==> src/rtl/udp_rx_pkg.sv <==
package udp_rx_pkg;

    //////////////////////////////////////////////////
    // Protocol constants
    //////////////////////////////////////////////////

    localparam logic [15:0] ETHER_TYPE_IPV4       = 16'h0800;
    localparam logic [7:0]  IP_PROTOCOL_UDP       = 8'd17;

    // IPv4 header plus UDP header, no options
    localparam int          HEADER_OVERHEAD_BYTES = 28;

    // Payload size at which the frame reaches 64 bytes without pad
    localparam int          MIN_PAYLOAD_BYTES     = 18;

    // Bit-reversed 0x04C11DB7
    localparam logic [31:0] CRC32_POLYNOMIAL      = 32'hEDB88320;

    function automatic int slot_index_width(input int slots);
        return (slots > 1) ? $clog2(slots) : 1;
    endfunction

    //////////////////////////////////////////////////
    // Stream and feed types
    //////////////////////////////////////////////////

    // Start sits on top, as bit 8 of the old 9-bit bus
    typedef struct packed {
        logic       start;
        logic [7:0] data;
    } frame_byte_t;

    typedef struct packed {
        logic [7:0] data;
        logic       valid;
        logic       first;
    } crc_feed_t;

    typedef struct packed {
        logic [7:0] data;
        logic       valid;
        logic       last;
        logic       abort;
    } fcs_feed_t;

    typedef struct packed {
        logic [15:0] udp_destination;
        logic [15:0] ipv4_flags;
        logic [15:0] ipv4_identification;
    } header_fields_t;

    // Header states follow wire order, the sequencer steps with next()
    typedef enum logic [4:0] {
        idle,
        mac_destination,
        mac_source,
        ether_type,
        ipv4_version,
        ipv4_services,
        ipv4_total_length,
        ipv4_identification,
        ipv4_flags,
        ipv4_time_to_live,
        ipv4_protocol,
        ipv4_header_checksum,
        ipv4_source_address,
        ipv4_destination_address,
        udp_source_port,
        udp_destination_port,
        udp_length,
        udp_checksum,
        udp_payload,
        pad,
        frame_check_sequence,
        verdict,
        drop
    } parser_state_t;

endpackage
==> src/rtl/frame_verdict.sv <==
module frame_verdict
    import udp_rx_pkg::*;
#(
    parameter int RECEIVE_SLOTS = 2,
    localparam int SLOT_WIDTH = slot_index_width(RECEIVE_SLOTS)
)(
    input  logic                     clock,
    input  logic                     reset_n,
    input  fcs_feed_t                fcs_feed,
    input  logic [SLOT_WIDTH-1:0]    slot,
    input  logic [31:0]              crc_value,
    output logic [RECEIVE_SLOTS-1:0] good_packet,
    output logic [RECEIVE_SLOTS-1:0] bad_packet
);

    logic [1:0]               fcs_count;
    logic [31:0]              received_fcs;
    logic [31:0]              frozen_crc;
    logic                     compare_pending;
    logic [RECEIVE_SLOTS-1:0] good_next;
    logic [RECEIVE_SLOTS-1:0] bad_next;

    //////////////////////////////////////////////////
    // FCS capture
    //////////////////////////////////////////////////

    always_ff @(posedge clock or negedge reset_n) begin
        if (!reset_n) begin
            fcs_count       <= '0;
            compare_pending <= 1'b0;
        end else begin
            compare_pending <= fcs_feed.valid && fcs_feed.last;
            if (fcs_feed.abort) begin
                fcs_count <= '0;
            end else if (fcs_feed.valid) begin
                fcs_count <= fcs_count + 2'd1;
            end
        end
    end

    // FCS goes out least significant byte first
    always_ff @(posedge clock) begin
        if (fcs_feed.valid) begin
            received_fcs <= {fcs_feed.data, received_fcs[31:8]};
        end
        if (fcs_feed.valid && fcs_count == 2'd0) begin
            frozen_crc <= crc_value;
        end
    end

    //////////////////////////////////////////////////
    // Verdict pulses
    //////////////////////////////////////////////////

    always_comb begin
        good_next = '0;
        bad_next  = '0;
        if (compare_pending) begin
            if (received_fcs == frozen_crc) begin
                good_next[slot] = 1'b1;
            end else begin
                bad_next[slot] = 1'b1;
            end
        end
        if (fcs_feed.abort) begin
            bad_next[slot] = 1'b1;
        end
    end

    always_ff @(posedge clock or negedge reset_n) begin
        if (!reset_n) begin
            good_packet <= '0;
            bad_packet  <= '0;
        end else begin
            good_packet <= good_next;
            bad_packet  <= bad_next;
        end
    end

    // Good and bad never pulse together
    assert property (@(posedge clock) disable iff (!reset_n)
        |good_packet |-> !(|bad_packet));

endmodule

==> config.mk <==
export PLATFORM = sky130hd
export DESIGN_NAME = frame_verdict
export DESIGN_NICKNAME = d
export VERILOG_FILES = /design/src/rtl/udp_rx_pkg.sv /design/src/rtl/frame_verdict.sv
export SDC_FILE = /design/constraint.sdc
export NUM_CORES = 1
export LEC_CHECK = 0
export ABC_AREA = 1
export ABC_CLOCK_PERIOD_IN_PS = 1500
export BUFFER_PORTS_ARGS = -buffer_cell sky130_fd_sc_hd__clkbuf_2
export CORE_ASPECT_RATIO = 1.25
export CORE_UTILIZATION = 23
export DETAILED_ROUTE_END_ITERATION = 6
export HOLD_SLACK_MARGIN = 0.02
export PLACE_DENSITY = 0.47
export SLEW_MARGIN = 20
export SYNTH_ARGS = -nofsm -noshare
export SYNTH_HDL_FRONTEND = slang
export SYNTH_SLANG_ARGS = --single-unit
==> constraint.sdc <==
create_clock -name clock -period 1.5 [get_ports clock]
set_input_delay 0 -clock clock [delete_from_list [all_inputs] [get_ports clock]]
set_output_delay 0 -clock clock [all_outputs]
set_load 0.005 [all_outputs]
# Word level (Yosys, flattened, before mapping)
# Index checks and enable logic that the tools add are counted.
word_totals:
  register_bits: 71
  inputBits: 46
  output_inout_bits: 4
  elab_cells: 25
op_classes:
  n_addsub: 1
  n_lt_le_gt_ge: 2
  eq_ne: 1
  n_mux: 9
  n_bitwise: 1
  reduce_logical: 5
ops:
  columns: ["cell", "n"]
  rows:
  - ["32-bit == test", 1]
  - ["2-bit two-way mux", 7]
  - ["1-bit logical AND", 3]
  - ["2-bit by 1-bit adder with 2-bit output (second input constant)", 1]
  - ["2-bit zero test", 1]
  - ["1-bit by 2-bit < comparator with 1-bit output (second input constant)", 1]
  - ["2-bit bitwise OR", 1]
  - ["2-bit nonzero test", 1]
  - ["1-bit demux with 1-bit select", 1]
  - ["1-bit greater-or-equal comparator (second input constant)", 1]
  - ["1-bit two-way mux", 1]

# Depth between registers and ports, before layout
depth:
  depth_word: 8
  depth_mapped: 10
  mapped_depth_nobuf: 10

# Worst setup path after synthesis
# No wires, ideal clock.
synth_path:
  path_type: "register to register"
  start: "register fcs_count[0]"
  end: "register frozen_crc[0] (enable)"
  setup_time_ns: 0.387
  arrival_ns: 1.226
  t_required_ns: 1.113
  setup_slack_ns: -0.113
  path_stages_with_launch: 5
  path_buffers: 0
  synth_period_minus_slack_ns: 1.613
  path_cell_list: "dfrtp_1 -> inv_1 -> ha_1 -> nand2_1 -> inv_1"
synth_via:
  elab_chain_cells: 2
synth_lines:
  columns: ["element", "line_no", "rtl"]
  rows:
  - ["start, declared", "frame_verdict.sv:16", "logic [1:0] fcs_count;"]
  - ["start signal, assigned", "frame_verdict.sv:36", "fcs_count <= fcs_count + 2'd1;"]
  - ["2-bit zero test", "frame_verdict.sv:46", "if (fcs_feed.valid && fcs_count == 2'd0) begin"]
  - ["1-bit logical AND", "frame_verdict.sv:46", null]
  - ["end signal, assigned", "frame_verdict.sv:47", "frozen_crc <= crc_value;"]
  - ["end, declared", "frame_verdict.sv:18", "logic [31:0] frozen_crc;"]
# Every way passes these cells.
# A chain may end at the register's enable or synchronous reset.

# Final worst setup path
layout_path:
  start: "register received_fcs[25]"
  end: "register bad_packet[0]"
layout_via:
  elab_chain_cells: 5
layout_lines:
  columns: ["element", "line_no", "rtl"]
  rows:
  - ["start, declared", "frame_verdict.sv:17", "logic [31:0] received_fcs;"]
  - ["start signal, assigned", "frame_verdict.sv:44", "received_fcs <= {fcs_feed.data, received_fcs[31:8]};"]
  - ["32-bit == test *", "frame_verdict.sv:59", "if (received_fcs == frozen_crc) begin"]
  - ["2-bit two-way mux *", "frame_verdict.sv:59", null]
  - ["2-bit two-way mux *", "frame_verdict.sv:58", "if (compare_pending) begin"]
  - ["2-bit bitwise OR (no source line)", null, null]
  - ["2-bit two-way mux *", "frame_verdict.sv:65", "if (fcs_feed.abort) begin"]
  - ["net bad_next[0]", "frame_verdict.sv:21", "logic [RECEIVE_SLOTS-1:0] bad_next;"]
  - ["end signal, assigned", "frame_verdict.sv:76", "bad_packet <= bad_next;"]
  - ["end, declared", "frame_verdict.sv:13", "output logic [RECEIVE_SLOTS-1:0] bad_packet"]
# The timed path passes the listed nets; every way through them passes the cells marked *.

==> flow_summary.toml <==
[placement]
gp_congestion = 0.6677
numPortBuffers = 49
dpl.hpwl_um = 3090

[floorplanning]
io-pin-count = 50
dieHeight_um = 122.7
core_area_mm2 = 0.01124
fp.dieArea_mm2 = 0.01209
die_w_um = 98.55
start_util = 0.2383
fp-row-count = 43

[timing]
slew_headroom = 0.8412
hold_viol_final = 0
worst_pin_slew_ps = 238.2
fin_crit_sh = 0.8838
fin_skew_ps = 4.872
final-setup-viol-count = 0
max_freq_mhz = 754.3
final.setup.tns_ps = 0
slew_viol_final = 0
period_needed_ps = 1326
rsz0062_at_grt = "no"

[status]
outcome = "finished, violations left"
violations = "design-rule violations"

[setup_path]
reg2reg_depth = 8
endpoint = "bad_packet[0]"
path_delay_family = "simple AND/OR/NAND/NOR gates"
cp.depth = 8
cp_cell_sequence = "xnor2_1, nand2_1, nor2_1, nand2_1, nor2_2, nand2_2, nand2_1, a21oi_1"
worstReg2RegEnd = "bad_packet[0]"
r2r_slack_ps = 170
worstSetupPathType = "reg2reg"
critPathArrivalTime_ps = 1530
worstPathRequired_ps = 1710
cp-end-kind = "register"
cpPeakStageDelay_ps = 400
r2r_start = "received_fcs[25]"
crit_buf_inv = 0
cpMostUsedCell = "nand2_1"
cp_max_fo = 3
crit_start = "received_fcs[25]"
cp_slowest_cell = "edfxtp_1"
crit_path_start_kind = "register"

[routing]
ant_nets = 0
wl_per_cell_um = 10.69
drt_iter0_drc = 82
drc = 2
via_count = 1601
drt_pass1_iterations = 6
totalWireLength_um = 4671
viasPerCell = 3.664

[clocking]
clkTransAtPathRegs_ps = 50
cts_tree = "done"
ctsHtreeMaxLevel = 3
cts_sinks = 71
ctsLongestPathBuffers = 2
cts-root-buf = "clkbuf_16"
clk_latency_ps = 320
numCtsBuffers = 9

[power_and_ir_drop]
leakage_nw = 1.587
p_total_mw = 4.805
peakVddDrop_v = 0.0005232
p_per_area_mw_per_mm2 = 1240

[synthesis]
ys_types = 12
synth.largest_area_cell = "edfxtp_1"
synth.area.top_cells = "edfxtp_1 (72%), xnor2_1 (7.5%), nand2_1 (7.1%), dfrtp_1 (6.5%), inv_1 (3.5%)"
yosysWarnings = 0
yosys.area.top_type_share = 0.7171
syn_avg_cell_area_um2 = 14.11
synth_area_mm2 = 0.002680
syn_inst = 190
ys_seq_elements = 71
ys_seq_area_frac = 0.7824
synth_nets = 237

[hold_path]
hold_class = "in2async"

[grt]
grt_max_degree = 33
antenna_found_initial = 0
overflow = 0
grt_pass1_vias = 1568
grt_pass1_wl_um = 7396
track_usage = 0.08582

[final_layout]
antenna_cells = 0
final_common_cell = "edfxtp_1"
drive_gt1_frac = 0.2384
final_nets = 345
area_delta_synth_final_pct = 44.54
final_cell_mix = "edfxtp_1 (64), nand2_1 (50), clkbuf_2 (49)"

[flow_run]
maxCapViolations = 0
-- cells in the mapped netlist --
| cell type | number |
|---|---|
| ha_1 | 1 |
| nand3_1 | 2 |
| a21oi_1 | 2 |
| nor3_1 | 2 |
| dfrtp_1 | 7 |
| nand2_1 | 51 |
| nor2_1 | 10 |
| inv_1 | 25 |
| or2_2 | 1 |
| o21ai_0 | 2 |
| xnor2_1 | 23 |
| edfxtp_1 | 64 |
-- registers in the layout, summed over array words and instances (netlist names) --
name / flops
fcs_count: 2
good_packet: 2
received_fcs: 32
bad_packet: 2
compare_pending: 1
frozen_crc: 32
-- what timing repair did --
item | in CTS | in global routing
setup buffers | 0 | 1
resized for setup | 0 | 2
hold buffers | 44 | 0
setup endpoints to repair | 0 | 3
endpoints found under the hold margin | 54 | 0
-- report_power, final --
part	total [mW]	leakage (nW)	internal [mW]	switching (mW)
Clock	2.03	0.145	1.27	0.755
Combinational	0.392	0.731	0.221	0.172
Sequential	2.39	0.711	2.32	0.0628
Total	4.80	1.59	3.82	0.989
-- routing by layer --
layer	GRT usage	vias up	wire [um]
met5	0	-	0
met4	0.05317	0	81
met3	0.02790	6	196
met2	0.1488	33	2444
met1	0.09084	719	1948
li1	-	843	-
-- area by class of cell --
| class | count | area (um^2) |
|---|---|---|
| tap | 135 | 168.9 |
| fill | 1096 | 7371 |
| multi-input combinational | 94 | 494.2 |
| clock inverter | 6 | 62.56 |
| clock buffer | 9 | 225.2 |
| timing repair buffer | 97 | 728.2 |
| sequential | 71 | 2097 |
| inverter | 25 | 97.59 |
-- metrics by stage --
stage	cells	area [um^2]	worst slack, ps	util	hold slack [ps]
finish	437	3874	174.4	0.3445	38.63
detailed placement	377	3133	75.55	0.2786	-154.4
global placement	377	3133	110.6	0.2786	-164.6
CTS	436	3861	56.19	0.3434	31.90
global route	437	3874	14.83	0.3445	49.98
floorplan	190	2684	42.89	-	-295.6
-- worst min path at each step --
stage | start | to | slack (ps)
4_1_cts | reset_n | compare_pending | 30
6_report | reset_n | bad_packet[1] | 40
3_5_place_dp | reset_n | bad_packet[0] | -150
3_3_place_gp | reset_n | bad_packet[1] | -160
5_1_grt | reset_n | bad_packet[1] | 50
2_1_floorplan | reset_n | bad_packet[0] | -300
-- cell families after synthesis --
logic type                 count (synthesis)  synth area share
xor gates and xnor gates                  23           0.07516
buffers and inverters                     25           0.03501
DFF                                       71            0.7824
adders and majority gates                  1          0.004668
AOI/OAI and AO/OA                          4          0.007470
and+or+nand+nor                           66           0.09524
-- worst reg2reg max path: cells and delay by family (launching register included) --
family / cells / cell delay, ps
simple gates: 6 / 550
flops: 1 / 400
xor+xnor: 1 / 180
compound gates: 1 / 60
No activity file was read; power rests on OpenSTA's default activity.
