--- src/rtl/udp_rx_pkg.sv ---
package udp_rx_pkg;

    //////////////////////////////////////////////////
    // Protocol constants
    //////////////////////////////////////////////////

    localparam logic [15:0] ETHER_TYPE_IPV4       = 16'h0800;
    localparam logic [7:0]  IP_PROTOCOL_UDP       = 8'd17;

    // IPv4 header plus UDP header, no options
    localparam int          HEADER_OVERHEAD_BYTES = 28;

    // Payload size at which the frame reaches 64 bytes without pad
    localparam int          MIN_PAYLOAD_BYTES     = 18;

    // Bit-reversed 0x04C11DB7
    localparam logic [31:0] CRC32_POLYNOMIAL      = 32'hEDB88320;

    function automatic int slot_index_width(input int slots);
        return (slots > 1) ? $clog2(slots) : 1;
    endfunction

    //////////////////////////////////////////////////
    // Stream and feed types
    //////////////////////////////////////////////////

    // Start sits on top, as bit 8 of the old 9-bit bus
    typedef struct packed {
        logic       start;
        logic [7:0] data;
    } frame_byte_t;

    typedef struct packed {
        logic [7:0] data;
        logic       valid;
        logic       first;
    } crc_feed_t;

    typedef struct packed {
        logic [7:0] data;
        logic       valid;
        logic       last;
        logic       abort;
    } fcs_feed_t;

    typedef struct packed {
        logic [15:0] udp_destination;
        logic [15:0] ipv4_flags;
        logic [15:0] ipv4_identification;
    } header_fields_t;

    // Header states follow wire order, the sequencer steps with next()
    typedef enum logic [4:0] {
        idle,
        mac_destination,
        mac_source,
        ether_type,
        ipv4_version,
        ipv4_services,
        ipv4_total_length,
        ipv4_identification,
        ipv4_flags,
        ipv4_time_to_live,
        ipv4_protocol,
        ipv4_header_checksum,
        ipv4_source_address,
        ipv4_destination_address,
        udp_source_port,
        udp_destination_port,
        udp_length,
        udp_checksum,
        udp_payload,
        pad,
        frame_check_sequence,
        verdict,
        drop
    } parser_state_t;

endpackage
--- src/rtl/crc32_engine.sv ---
module crc32_engine
    import udp_rx_pkg::*;
(
    input  logic        clock,
    input  logic        reset_n,
    input  crc_feed_t   crc_feed,
    output logic [31:0] crc_value
);

    logic [31:0] crc_state;
    logic [31:0] crc_seed;

    // One byte, LSB first, reflected polynomial
    function automatic logic [31:0] crc32_byte(
        input logic [31:0] crc,
        input logic [7:0]  data
    );
        logic [31:0] c;
        c = crc ^ {24'd0, data};
        for (int i = 0; i < 8; i++) begin
            if (c[0]) begin
                c = (c >> 1) ^ CRC32_POLYNOMIAL;
            end else begin
                c = c >> 1;
            end
        end
        return c;
    endfunction

    // First byte of a frame starts from all ones again
    assign crc_seed = crc_feed.first ? 32'hFFFF_FFFF : crc_state;

    always_ff @(posedge clock or negedge reset_n) begin
        if (!reset_n) begin
            crc_state <= 32'hFFFF_FFFF;
        end else if (crc_feed.valid) begin
            crc_state <= crc32_byte(crc_seed, crc_feed.data);
        end
    end

    assign crc_value = ~crc_state;

endmodule

--- config.mk ---
export PLATFORM = sky130hd
export DESIGN_NAME = crc32_engine
export DESIGN_NICKNAME = d
export VERILOG_FILES = /design/src/rtl/udp_rx_pkg.sv /design/src/rtl/crc32_engine.sv
export SDC_FILE = /design/constraint.sdc
export NUM_CORES = 1
export LEC_CHECK = 0
export BUFFER_PORTS_ARGS = -buffer_cell sky130_fd_sc_hd__buf_2
export CORE_ASPECT_RATIO = 1.4
export CORE_MARGIN = 1.5
export CORE_UTILIZATION = 50
export DETAILED_ROUTE_END_ITERATION = 8
export MAX_ROUTING_LAYER = met4
export PLACE_DENSITY = 0.8
export SYNTH_ARGS = -nofsm -noshare
export SYNTH_HDL_FRONTEND = slang
export SYNTH_SLANG_ARGS = --single-unit
--- constraint.sdc ---
create_clock -name clock -period 2.17 [get_ports clock]
set_input_delay 0.3255 -clock clock [delete_from_list [all_inputs] [get_ports clock]]
set_output_delay 0.3255 -clock clock [all_outputs]
set_load 0.05 [all_outputs]
; ---- Word-level counts from Yosys, hierarchy flattened
; Index checks and enable logic that the tools add are counted.
[totals]
regBits = 32
output_inout_bits = 32
[op_classes]
muxes = 16
n_bitwise = 10
[ops]
columns = cell, count
row1 = 32-bit 2-to-1 mux, 16
row2 = 13-bit inverter with 14-bit output, 8
row3 = 32-bit inverter, 1
row4 = 32-bit by 8-bit bitwise XOR with 32-bit output, 1

; ---- Logic depth before layout (Yosys ltp)
; Gate-level depths: netlist of run 1.
[logic_depth]
word_depth = 25
depth_mapped = 8
ltp_nobuf = 6

; ---- Least setup slack after synthesis of run 1
; OpenSTA, ideal clock, no wires.
[synth_path]
path_type = reg-to-reg
start = reg crc_state[1]
end = reg crc_state[24]
arrival_ns = 1.921
t_required_ns = 2.097
slack_ns = 0.176
path_stages_with_launch = 8
path_buffers = 1
synth_period_minus_slack_ns = 1.994
cell_sequence = dfstp_2 > buf_6 > xnor2_1 > nor2_1 > xnor2_2 > xor3_2 > xnor2_1 > a21oi_1
[synth_between]
elab_chain_len = 21
[synth_rtl]
columns = element, line
row1 = start: declaration, crc32_engine.sv:10  ; logic [31:0] crc_state;
row2 = start signal: assignment, crc32_engine.sv:37  ; crc_state <= crc32_byte(crc_seed, crc_feed.data);
row3 = 32-bit 2-to-1 mux (*), crc32_engine.sv:31  ; assign crc_seed = crc_feed.first ? 32'hFFFF_FFFF : crc_state;
row4 = 32-bit by 8-bit bitwise XOR with 32-bit output (*), crc32_engine.sv:19  ; c = crc ^ {24'd0, data};
row5 = 32-bit 2-to-1 mux (*), crc32_engine.sv:21  ; if (c[0]) begin
row6 = 32-bit 2-to-1 mux (*), crc32_engine.sv:36  ; end else if (crc_feed.valid) begin
row7 = 32-bit 2-to-1 mux (*), crc32_engine.sv:21
row8 = 32-bit 2-to-1 mux (*), crc32_engine.sv:36
row9 = 13-bit inverter with 14-bit output (no source line), n/a
row10 = 32-bit 2-to-1 mux (*), crc32_engine.sv:21
row11 = [... 5 more ...], n/a
row12 = 32-bit 2-to-1 mux (*), crc32_engine.sv:36
row13 = 13-bit inverter with 14-bit output (no source line), n/a
row14 = 32-bit 2-to-1 mux (*), crc32_engine.sv:21
row15 = 32-bit 2-to-1 mux (*), crc32_engine.sv:36
row16 = 32-bit 2-to-1 mux (*), crc32_engine.sv:21
row17 = 32-bit 2-to-1 mux (*), crc32_engine.sv:36
row18 = 13-bit inverter with 14-bit output (no source line), n/a
row19 = 32-bit 2-to-1 mux (*), crc32_engine.sv:21
; Mark *: on every way between the ends. The rest lies on a longest branch, timed or not. The select of a mux whose other input is x is not followed.
; A chain may end at the register's enable or synchronous reset.

; ---- Worst setup path after layout of run 1
[layout_path]
start = reg crc_state[1]
end = reg crc_state[23]
[layout_between]
elab_chain_len = 21
[layout_rtl]
columns = element, line
row1 = 32-bit 2-to-1 mux (*), crc32_engine.sv:31
row2 = 32-bit by 8-bit bitwise XOR with 32-bit output (*), crc32_engine.sv:19
row3 = 32-bit 2-to-1 mux (*), crc32_engine.sv:21
row4 = 32-bit 2-to-1 mux (*), crc32_engine.sv:36
row5 = 32-bit 2-to-1 mux (*), crc32_engine.sv:21
row6 = 32-bit 2-to-1 mux (*), crc32_engine.sv:36
row7 = 32-bit 2-to-1 mux (*), crc32_engine.sv:21
row8 = 32-bit 2-to-1 mux (*), crc32_engine.sv:36
row9 = [... 5 more ...], n/a
row10 = 32-bit 2-to-1 mux (*), crc32_engine.sv:36
row11 = 32-bit 2-to-1 mux (*), crc32_engine.sv:21
row12 = 32-bit 2-to-1 mux (*), crc32_engine.sv:36
row13 = 13-bit inverter with 14-bit output (no source line), n/a
row14 = 32-bit 2-to-1 mux (*), crc32_engine.sv:21
row15 = 32-bit 2-to-1 mux (*), crc32_engine.sv:36
row16 = 13-bit inverter with 14-bit output (no source line), n/a
row17 = 32-bit 2-to-1 mux (*), crc32_engine.sv:21
; Marks and branches as above.

==> impl_metrics.py, run 1 <==
metrics = {
    "clock_tree": {
        "cts.sinks": 32,
        "clk_pin_slew_ps": 80,
        "clock_tree_from_tritoncts": "yes",
        "cts_made_buffers": 5,
        "ctsLongestPathBuffers": 2,
        "cts.htree.levels": 2,
        "worstSkewPairLatency_ps": 290,
        "root_buffer": "sky130_fd_sc_hd__clkbuf_8",
        "ctsHoldBuffers": 0,
    },
    "synthesis": {
        "yosys.cell_types.count": 23,
        "synth_top_flop_cell": "sky130_fd_sc_hd__dfstp_2",
        "mappedNetlistArea_mm2": 0.002356,
        "yosys.area_share.simple": 0.09347,
        "post_synth_main_area_contributors": "sky130_fd_sc_hd__dfstp_2, sky130_fd_sc_hd__xnor2_1, sky130_fd_sc_hd__nor2_1, sky130_fd_sc_hd__xor2_1, sky130_fd_sc_hd__inv_1",
        "register_area_share_after_synthesis": 0.3569,
        "multiplexer_share_of_the_synthesized_area": 0.04727,
        "synth_area_per_cell_um2": 9.312,
        "postSynthRegisterBits": 32,
        "synth_adder_area_share": 0,
        "synth_edf_count": 0,
        "synth_top_family_by_area": "XOR/XNOR gates",
        "fraction_of_synthesized_cell_area_in_xor_and_xnor_cells": 0.3728,
        "mappedNetlistNets": 265,
        "synth_area_leader_cell": "sky130_fd_sc_hd__dfstp_2",
        "netlist.area_leader.share": 0.3569,
        "syn-instance-count": 253,
        "synth-async-reset-ratio": 1.000,
        "synth-warning-count": 0,
        "compound_gate_fraction_of_synth_area": 0.04833,
    },
    "placed_design": {
        "placed_cells": 355,
        "placedInstanceArea_mm2": 0.002665,
        "place.port_buffers": 43,
        "dpl.hpwl_mm": 3.857,
        "place.gp.congestion": 0.8501,
    },
    "floorplanning": {
        "floorplan.rows": 29,
        "floorplan.die_area_mm2": 0.005139,
        "io-pin-count": 44,
        "horizontal_extent_of_the_die_um": 61.02,
        "core_area_mm2": 0.004536,
        "initial_utilization": 0.5194,
        "fp.dieH_um": 84.22,
    },
    "layout": {
        "fill_cell_total_of_the_finished_layout": 379,
        "layout.cells.most_common_list": "sky130_fd_sc_hd__xnor2_1, sky130_fd_sc_hd__nor2_1, sky130_fd_sc_hd__buf_2",
        "top_register": "crc_state",
        "area_occupied_by_multi_input_gates_mm2": 0.001361,
        "area_overhead_vs_synth_pct": 19.17,
        "reg.largest.list": "crc_state x32",
        "final_common_cell": "sky130_fd_sc_hd__xnor2_1",
        "final_std_cell_area_no_fill_mm2": 0.002808,
        "seqCellArea_um2": 840.8,
        "finish.cell_count_without_fillers": 365,
        "fin_nets": 314,
        "final_layout_size_suffix_gt1_frac": 0.3531,
        "largest_register_ffs": 32,
        "antennaDiodeCount": 0,
    },
    "global_routing": {
        "grt.overflow.total": 0,
        "grt_max_degree": 33,
        "antenna_found_initial": 0,
        "wire_length_of_the_first_global_routing_pass_mm": 8.907,
        "grt.total_usage": 0.2407,
        "first_global_vias": 1833,
    },
    "timing": {
        "final.period_utilization": 0.9351,
        "tightest_slew_ps": 735.9,
        "slew-limit-headroom": 0.5094,
        "final_worst_path_period_need_ps": 2029,
        "finalClockSkew_ps": 11.66,
        "final-setup-viol-count": 0,
        "report.final.slew_viol_count": 0,
        "fmax_mhz": 492.8,
        "finalHoldViolations": 0,
        "setup_repair_after_global_routing_missed_its_margin": "no",
    },
    "worst_setup_path": {
        "critPathRequiredTime_ps": 2390,
        "crit_type": "flip-flop to flip-flop",
        "endpoint_kind": "flip-flop",
        "regToRegSetupSlack_ps": 140,
        "worst_ep_arrival_time_ps": 2250,
        "category_of_the_worst_setup_path_launch_point": "flip-flop",
        "cp_max_fo": 5,
    },
    "drt": {
        "drt_iter0_drc": 65,
        "wl_per_cell_um": 14.51,
        "antenna_violation_net_count_after_detailed_routing": 0,
        "drt_pass1_iterations": 4,
        "drc": 0,
        "detail_route.wirelength_mm": 5.296,
        "drt-vias-per-instance": 4.849,
        "detailroute.via_count": 1770,
    },
    "hold_path": {
        "worst_hold_path_type": "input port to flip-flop",
    },
    "run_status": {
        "run_status": "finished clean",
    },
    "run": {
        "cap_violations": 0,
    },
}
==> layer usage <==
layer  vias up  part of all wire  global-route usage  wire length [µm]
met5         -                 0                   -                 0
met4         0             0.029             0.09091               152
met3        12             0.033             0.03852               174
met2        47              0.54              0.3939              2835
met1       855              0.40              0.2905              2134
li1        856                 -                   -                 -
==> critical path, cell delays in order, from the launching register on <==
cell and delay (ps):
sky130_fd_sc_hd__dfstp_2 600, sky130_fd_sc_hd__xnor2_1 80, sky130_fd_sc_hd__nor2_1 190, sky130_fd_sc_hd__xnor2_2 170, sky130_fd_sc_hd__buf_4 190, sky130_fd_sc_hd__xnor2_4 150, sky130_fd_sc_hd__xnor3_1 420, sky130_fd_sc_hd__a21oi_1 160
==> per-stage QoR <==
stage                     hold WS, ps  utilization  setup WS [ps]  TNS (ps)
final                           342.2       0.6190          140.9         0
after global routing            409.1       0.6190          27.18         0
after CTS                       342.9       0.6108          61.70         0
after detailed placement        475.4       0.5876         -3.187    -3.187
after global placement          472.8       0.5876          104.1         0
after floorplan                 177.7            -          175.6         0
==> cells by family after synthesis <==
kind of cell | Yosys count
XOR/XNOR | 86
flip-flops | 32
buffers and inverters | 45
AND/OR/NAND/NOR | 57
AO/OA/AOI/OAI | 22
multiplexers | 11
==> final timing paths <==
kind	startpoint	endpoint	cells past startpoint
hold / removal	crc_feed[9]	crc_state[9]	3
hold reg to reg	crc_state[22]	crc_state[22]	2
min in group asynchronous	reset_n	crc_state[7]	1
setup reg to reg	crc_state[1]	crc_state[23]	7
setup / recovery	crc_state[1]	crc_state[23]	7
max in group asynchronous	reset_n	crc_state[11]	1
==> synthesized netlist by cell type (3+ instances only) <==
cell                       instances
sky130_fd_sc_hd__inv_1            32
sky130_fd_sc_hd__xnor2_1          59
sky130_fd_sc_hd__nand2_1           8
sky130_fd_sc_hd__mux2i_1          10
sky130_fd_sc_hd__o21ai_0           9
sky130_fd_sc_hd__xnor3_1           3
sky130_fd_sc_hd__clkbuf_1          5
sky130_fd_sc_hd__buf_2             3
sky130_fd_sc_hd__nor2_1           46
sky130_fd_sc_hd__a21oi_1          12
sky130_fd_sc_hd__xnor2_2           6
sky130_fd_sc_hd__xor2_1           15
sky130_fd_sc_hd__dfstp_2          32
==> timing repair <==
action                     CTS  global route
setup endpoints to repair    1             4
pin swaps                    1             0
gates resized for setup      0             4
buffers inserted             2             0
==> layout make-up <==
cell class,count,area share
Clock buffer,8,0.03209
Inverter,32,0.04278
Multi-Input combinational cell,176,0.4849
Sequential cell,32,0.2995
Tap cell,62,0.02763
Timing Repair Buffer,55,0.1132
Power of run 1 is left out: the tool's default activity adds up to more than one toggle a clock period on the data nets, which glitch-free logic cannot reach.
==> run 2: changes to the inputs <==
- PLACE_DENSITY: 0.8 -> 0.77
- clock period: 2.17 -> 2.4 ns (I/O delays scaled with it)
==> run 2 against run 1 <==
Via count down 2.6%. Final area down 1.7%. Register-to-register slack gained 170 ps. Worst setup slack improved by 170 ps. Flip-flop and latch count is the same. Count of clock-buffer cells in the layout shrank 2. Routed wire length decreased by 6.1%. Clock skew is 5.9 ps lower. Global-route usage fell by 2.8 points. Critical path type unchanged. Critical endpoint is now crc_state[20].
==> impl_metrics.py, run 2 (synthesis results as in run 1) <==
metrics = {
    "timing": {
        "tightest_slew_ps": 725.5,
        "fmax_mhz": 478.0,
        "final-setup-viol-count": 0,
        "final.period_utilization": 0.8717,
        "slew-limit-headroom": 0.5163,
        "finalHoldViolations": 0,
        "setup_repair_after_global_routing_missed_its_margin": "no",
        "final_worst_path_period_need_ps": 2092,
        "timing.final.ws_setup_ps": 308.0,
        "fin_setup_tns_ps": 0,
        "report.final.slew_viol_count": 0,
        "finalClockSkew_ps": 5.783,
    },
    "layout": {
        "fill_cell_total_of_the_finished_layout": 409,
        "final_common_cell": "sky130_fd_sc_hd__xnor2_1",
        "top_register": "crc_state",
        "layout.cells.most_common_list": "sky130_fd_sc_hd__xnor2_1, sky130_fd_sc_hd__nor2_1, sky130_fd_sc_hd__buf_2",
        "reg.largest.list": "crc_state x32",
        "fin_nets": 314,
        "final_std_cell_area_no_fill_mm2": 0.002760,
        "antennaDiodeCount": 0,
        "final_layout_size_suffix_gt1_frac": 0.3531,
        "area_overhead_vs_synth_pct": 17.15,
        "largest_register_ffs": 32,
    },
    "clock_tree": {
        "post_cts_resize_count": 0,
        "worstSkewPairLatency_ps": 290,
        "ctsLongestPathBuffers": 2,
        "clock_tree_from_tritoncts": "yes",
        "ctsHoldBuffers": 0,
        "clk_pin_slew_ps": 70,
        "root_buffer": "sky130_fd_sc_hd__clkbuf_8",
        "postCtsSetupRepairBufs": 0,
        "cts.sinks": 32,
        "cts_made_buffers": 5,
        "cts.htree.levels": 2,
    },
    "worst_setup_path": {
        "crit_type": "flip-flop to flip-flop",
        "regToRegSetupSlack_ps": 310,
        "ff2ff_path_depth": 6,
        "endpoint_kind": "flip-flop",
        "critPathRequiredTime_ps": 2620,
        "reg2reg_from": "crc_state[0]",
        "cp_max_fo": 5,
        "regToRegEndpoint": "crc_state[20]",
        "category_of_the_worst_setup_path_launch_point": "flip-flop",
        "worst_ep_arrival_time_ps": 2310,
    },
    "global_routing": {
        "grt.overflow.total": 0,
        "grt_max_degree": 39,
        "first_global_vias": 1617,
        "antenna_found_initial": 0,
        "wire_length_of_the_first_global_routing_pass_mm": 7.762,
        "grt.total_usage": 0.2130,
    },
    "drt": {
        "met3RoutedLength_um": 151,
        "detail_route.wirelength_mm": 4.973,
        "drc": 0,
        "detailroute.wirelength.met2_mm": 2.643,
        "drt_pass1_iterations": 4,
        "drt_iter0_drc": 68,
        "antenna_violation_net_count_after_detailed_routing": 0,
        "top_sig_layer": "met4",
        "route.layer.met1.wl_mm": 2.097,
        "drt-vias-per-instance": 4.723,
        "wl_per_cell_um": 13.62,
        "detailroute.via_count": 1724,
    },
    "floorplanning": {
        "fp.dieH_um": 84.22,
        "io-pin-count": 44,
        "floorplan.die_area_mm2": 0.005139,
        "floorplan.rows": 29,
        "initial_utilization": 0.5194,
        "horizontal_extent_of_the_die_um": 61.02,
        "core_area_mm2": 0.004536,
    },
    "placed_design": {
        "place.port_buffers": 43,
        "place.gp.congestion": 0.8488,
        "post-place-ws_ps": 313.6,
        "placedInstanceArea_mm2": 0.002668,
        "dpl.hpwl_mm": 3.771,
    },
    "hold_path": {
        "holdCritStartpoint": "crc_feed[9]",
        "hold_end": "crc_state[9]",
        "hold_depth": 3,
        "worst_hold_path_type": "input port to flip-flop",
    },
    "run": {
        "cap_violations": 0,
    },
    "run_status": {
        "run_status": "finished clean",
    },
}
run 2: changes by cell type in the layout (fill, tap and decap cells not counted), sizes merged:
cell    previous run  this run
clkbuf             8         6
clkinv             0         2
run 2: worst max-delay path by stage:
stage                             from             to  slack (ps)  depth (start not counted)
after floorplan           crc_state[1]  crc_state[24]         410                          7
after global placement     crc_feed[0]  crc_state[26]         340                          8
after detailed placement  crc_state[0]  crc_state[23]         310                          6
after global routing      crc_state[0]  crc_state[20]         170                          6
final                     crc_state[0]  crc_state[20]         310                          6
after CTS                 crc_state[0]  crc_state[23]         290                          6
run 2: layout make-up:
class	instances	area [µm²]	area share
Timing Repair Buffer	55	305.3	0.1106
Multi-Input combinational cell	176	1324	0.4796
Sequential cell	32	840.8	0.3046
Clock inverter	2	10.01	0.003626
Inverter	32	120.1	0.04352
Tap cell	62	77.57	0.02811
Clock buffer	6	82.58	0.02992
run 2: worst max-delay path: stages, from the launching register on:
cell	delay, ps
sky130_fd_sc_hd__dfstp_2	580
sky130_fd_sc_hd__xnor2_1	150
sky130_fd_sc_hd__nor2_2	70
sky130_fd_sc_hd__xnor2_2	390
sky130_fd_sc_hd__xnor2_2	230
sky130_fd_sc_hd__xnor3_1	450
sky130_fd_sc_hd__a21oi_1	150
run 2: metrics by stage:
stage	std cells	hold slack, ps	util
2_1_floorplan	253	212.2	-
3_3_place_gp	357	471.3	0.5881
3_5_place_dp	357	478.4	0.5881
4_1_cts	365	366.8	0.6086
5_1_grt	365	373.6	0.6086
6_report	365	362.1	0.6086
run 2: routing by layer:
layer  vias up  GRT usage
met1       822     0.2611
met2        38     0.3470
li1        857          -
met5         -          -
met4         0    0.07115
met3         7    0.03698
Power of run 2 is left out for the same reason.
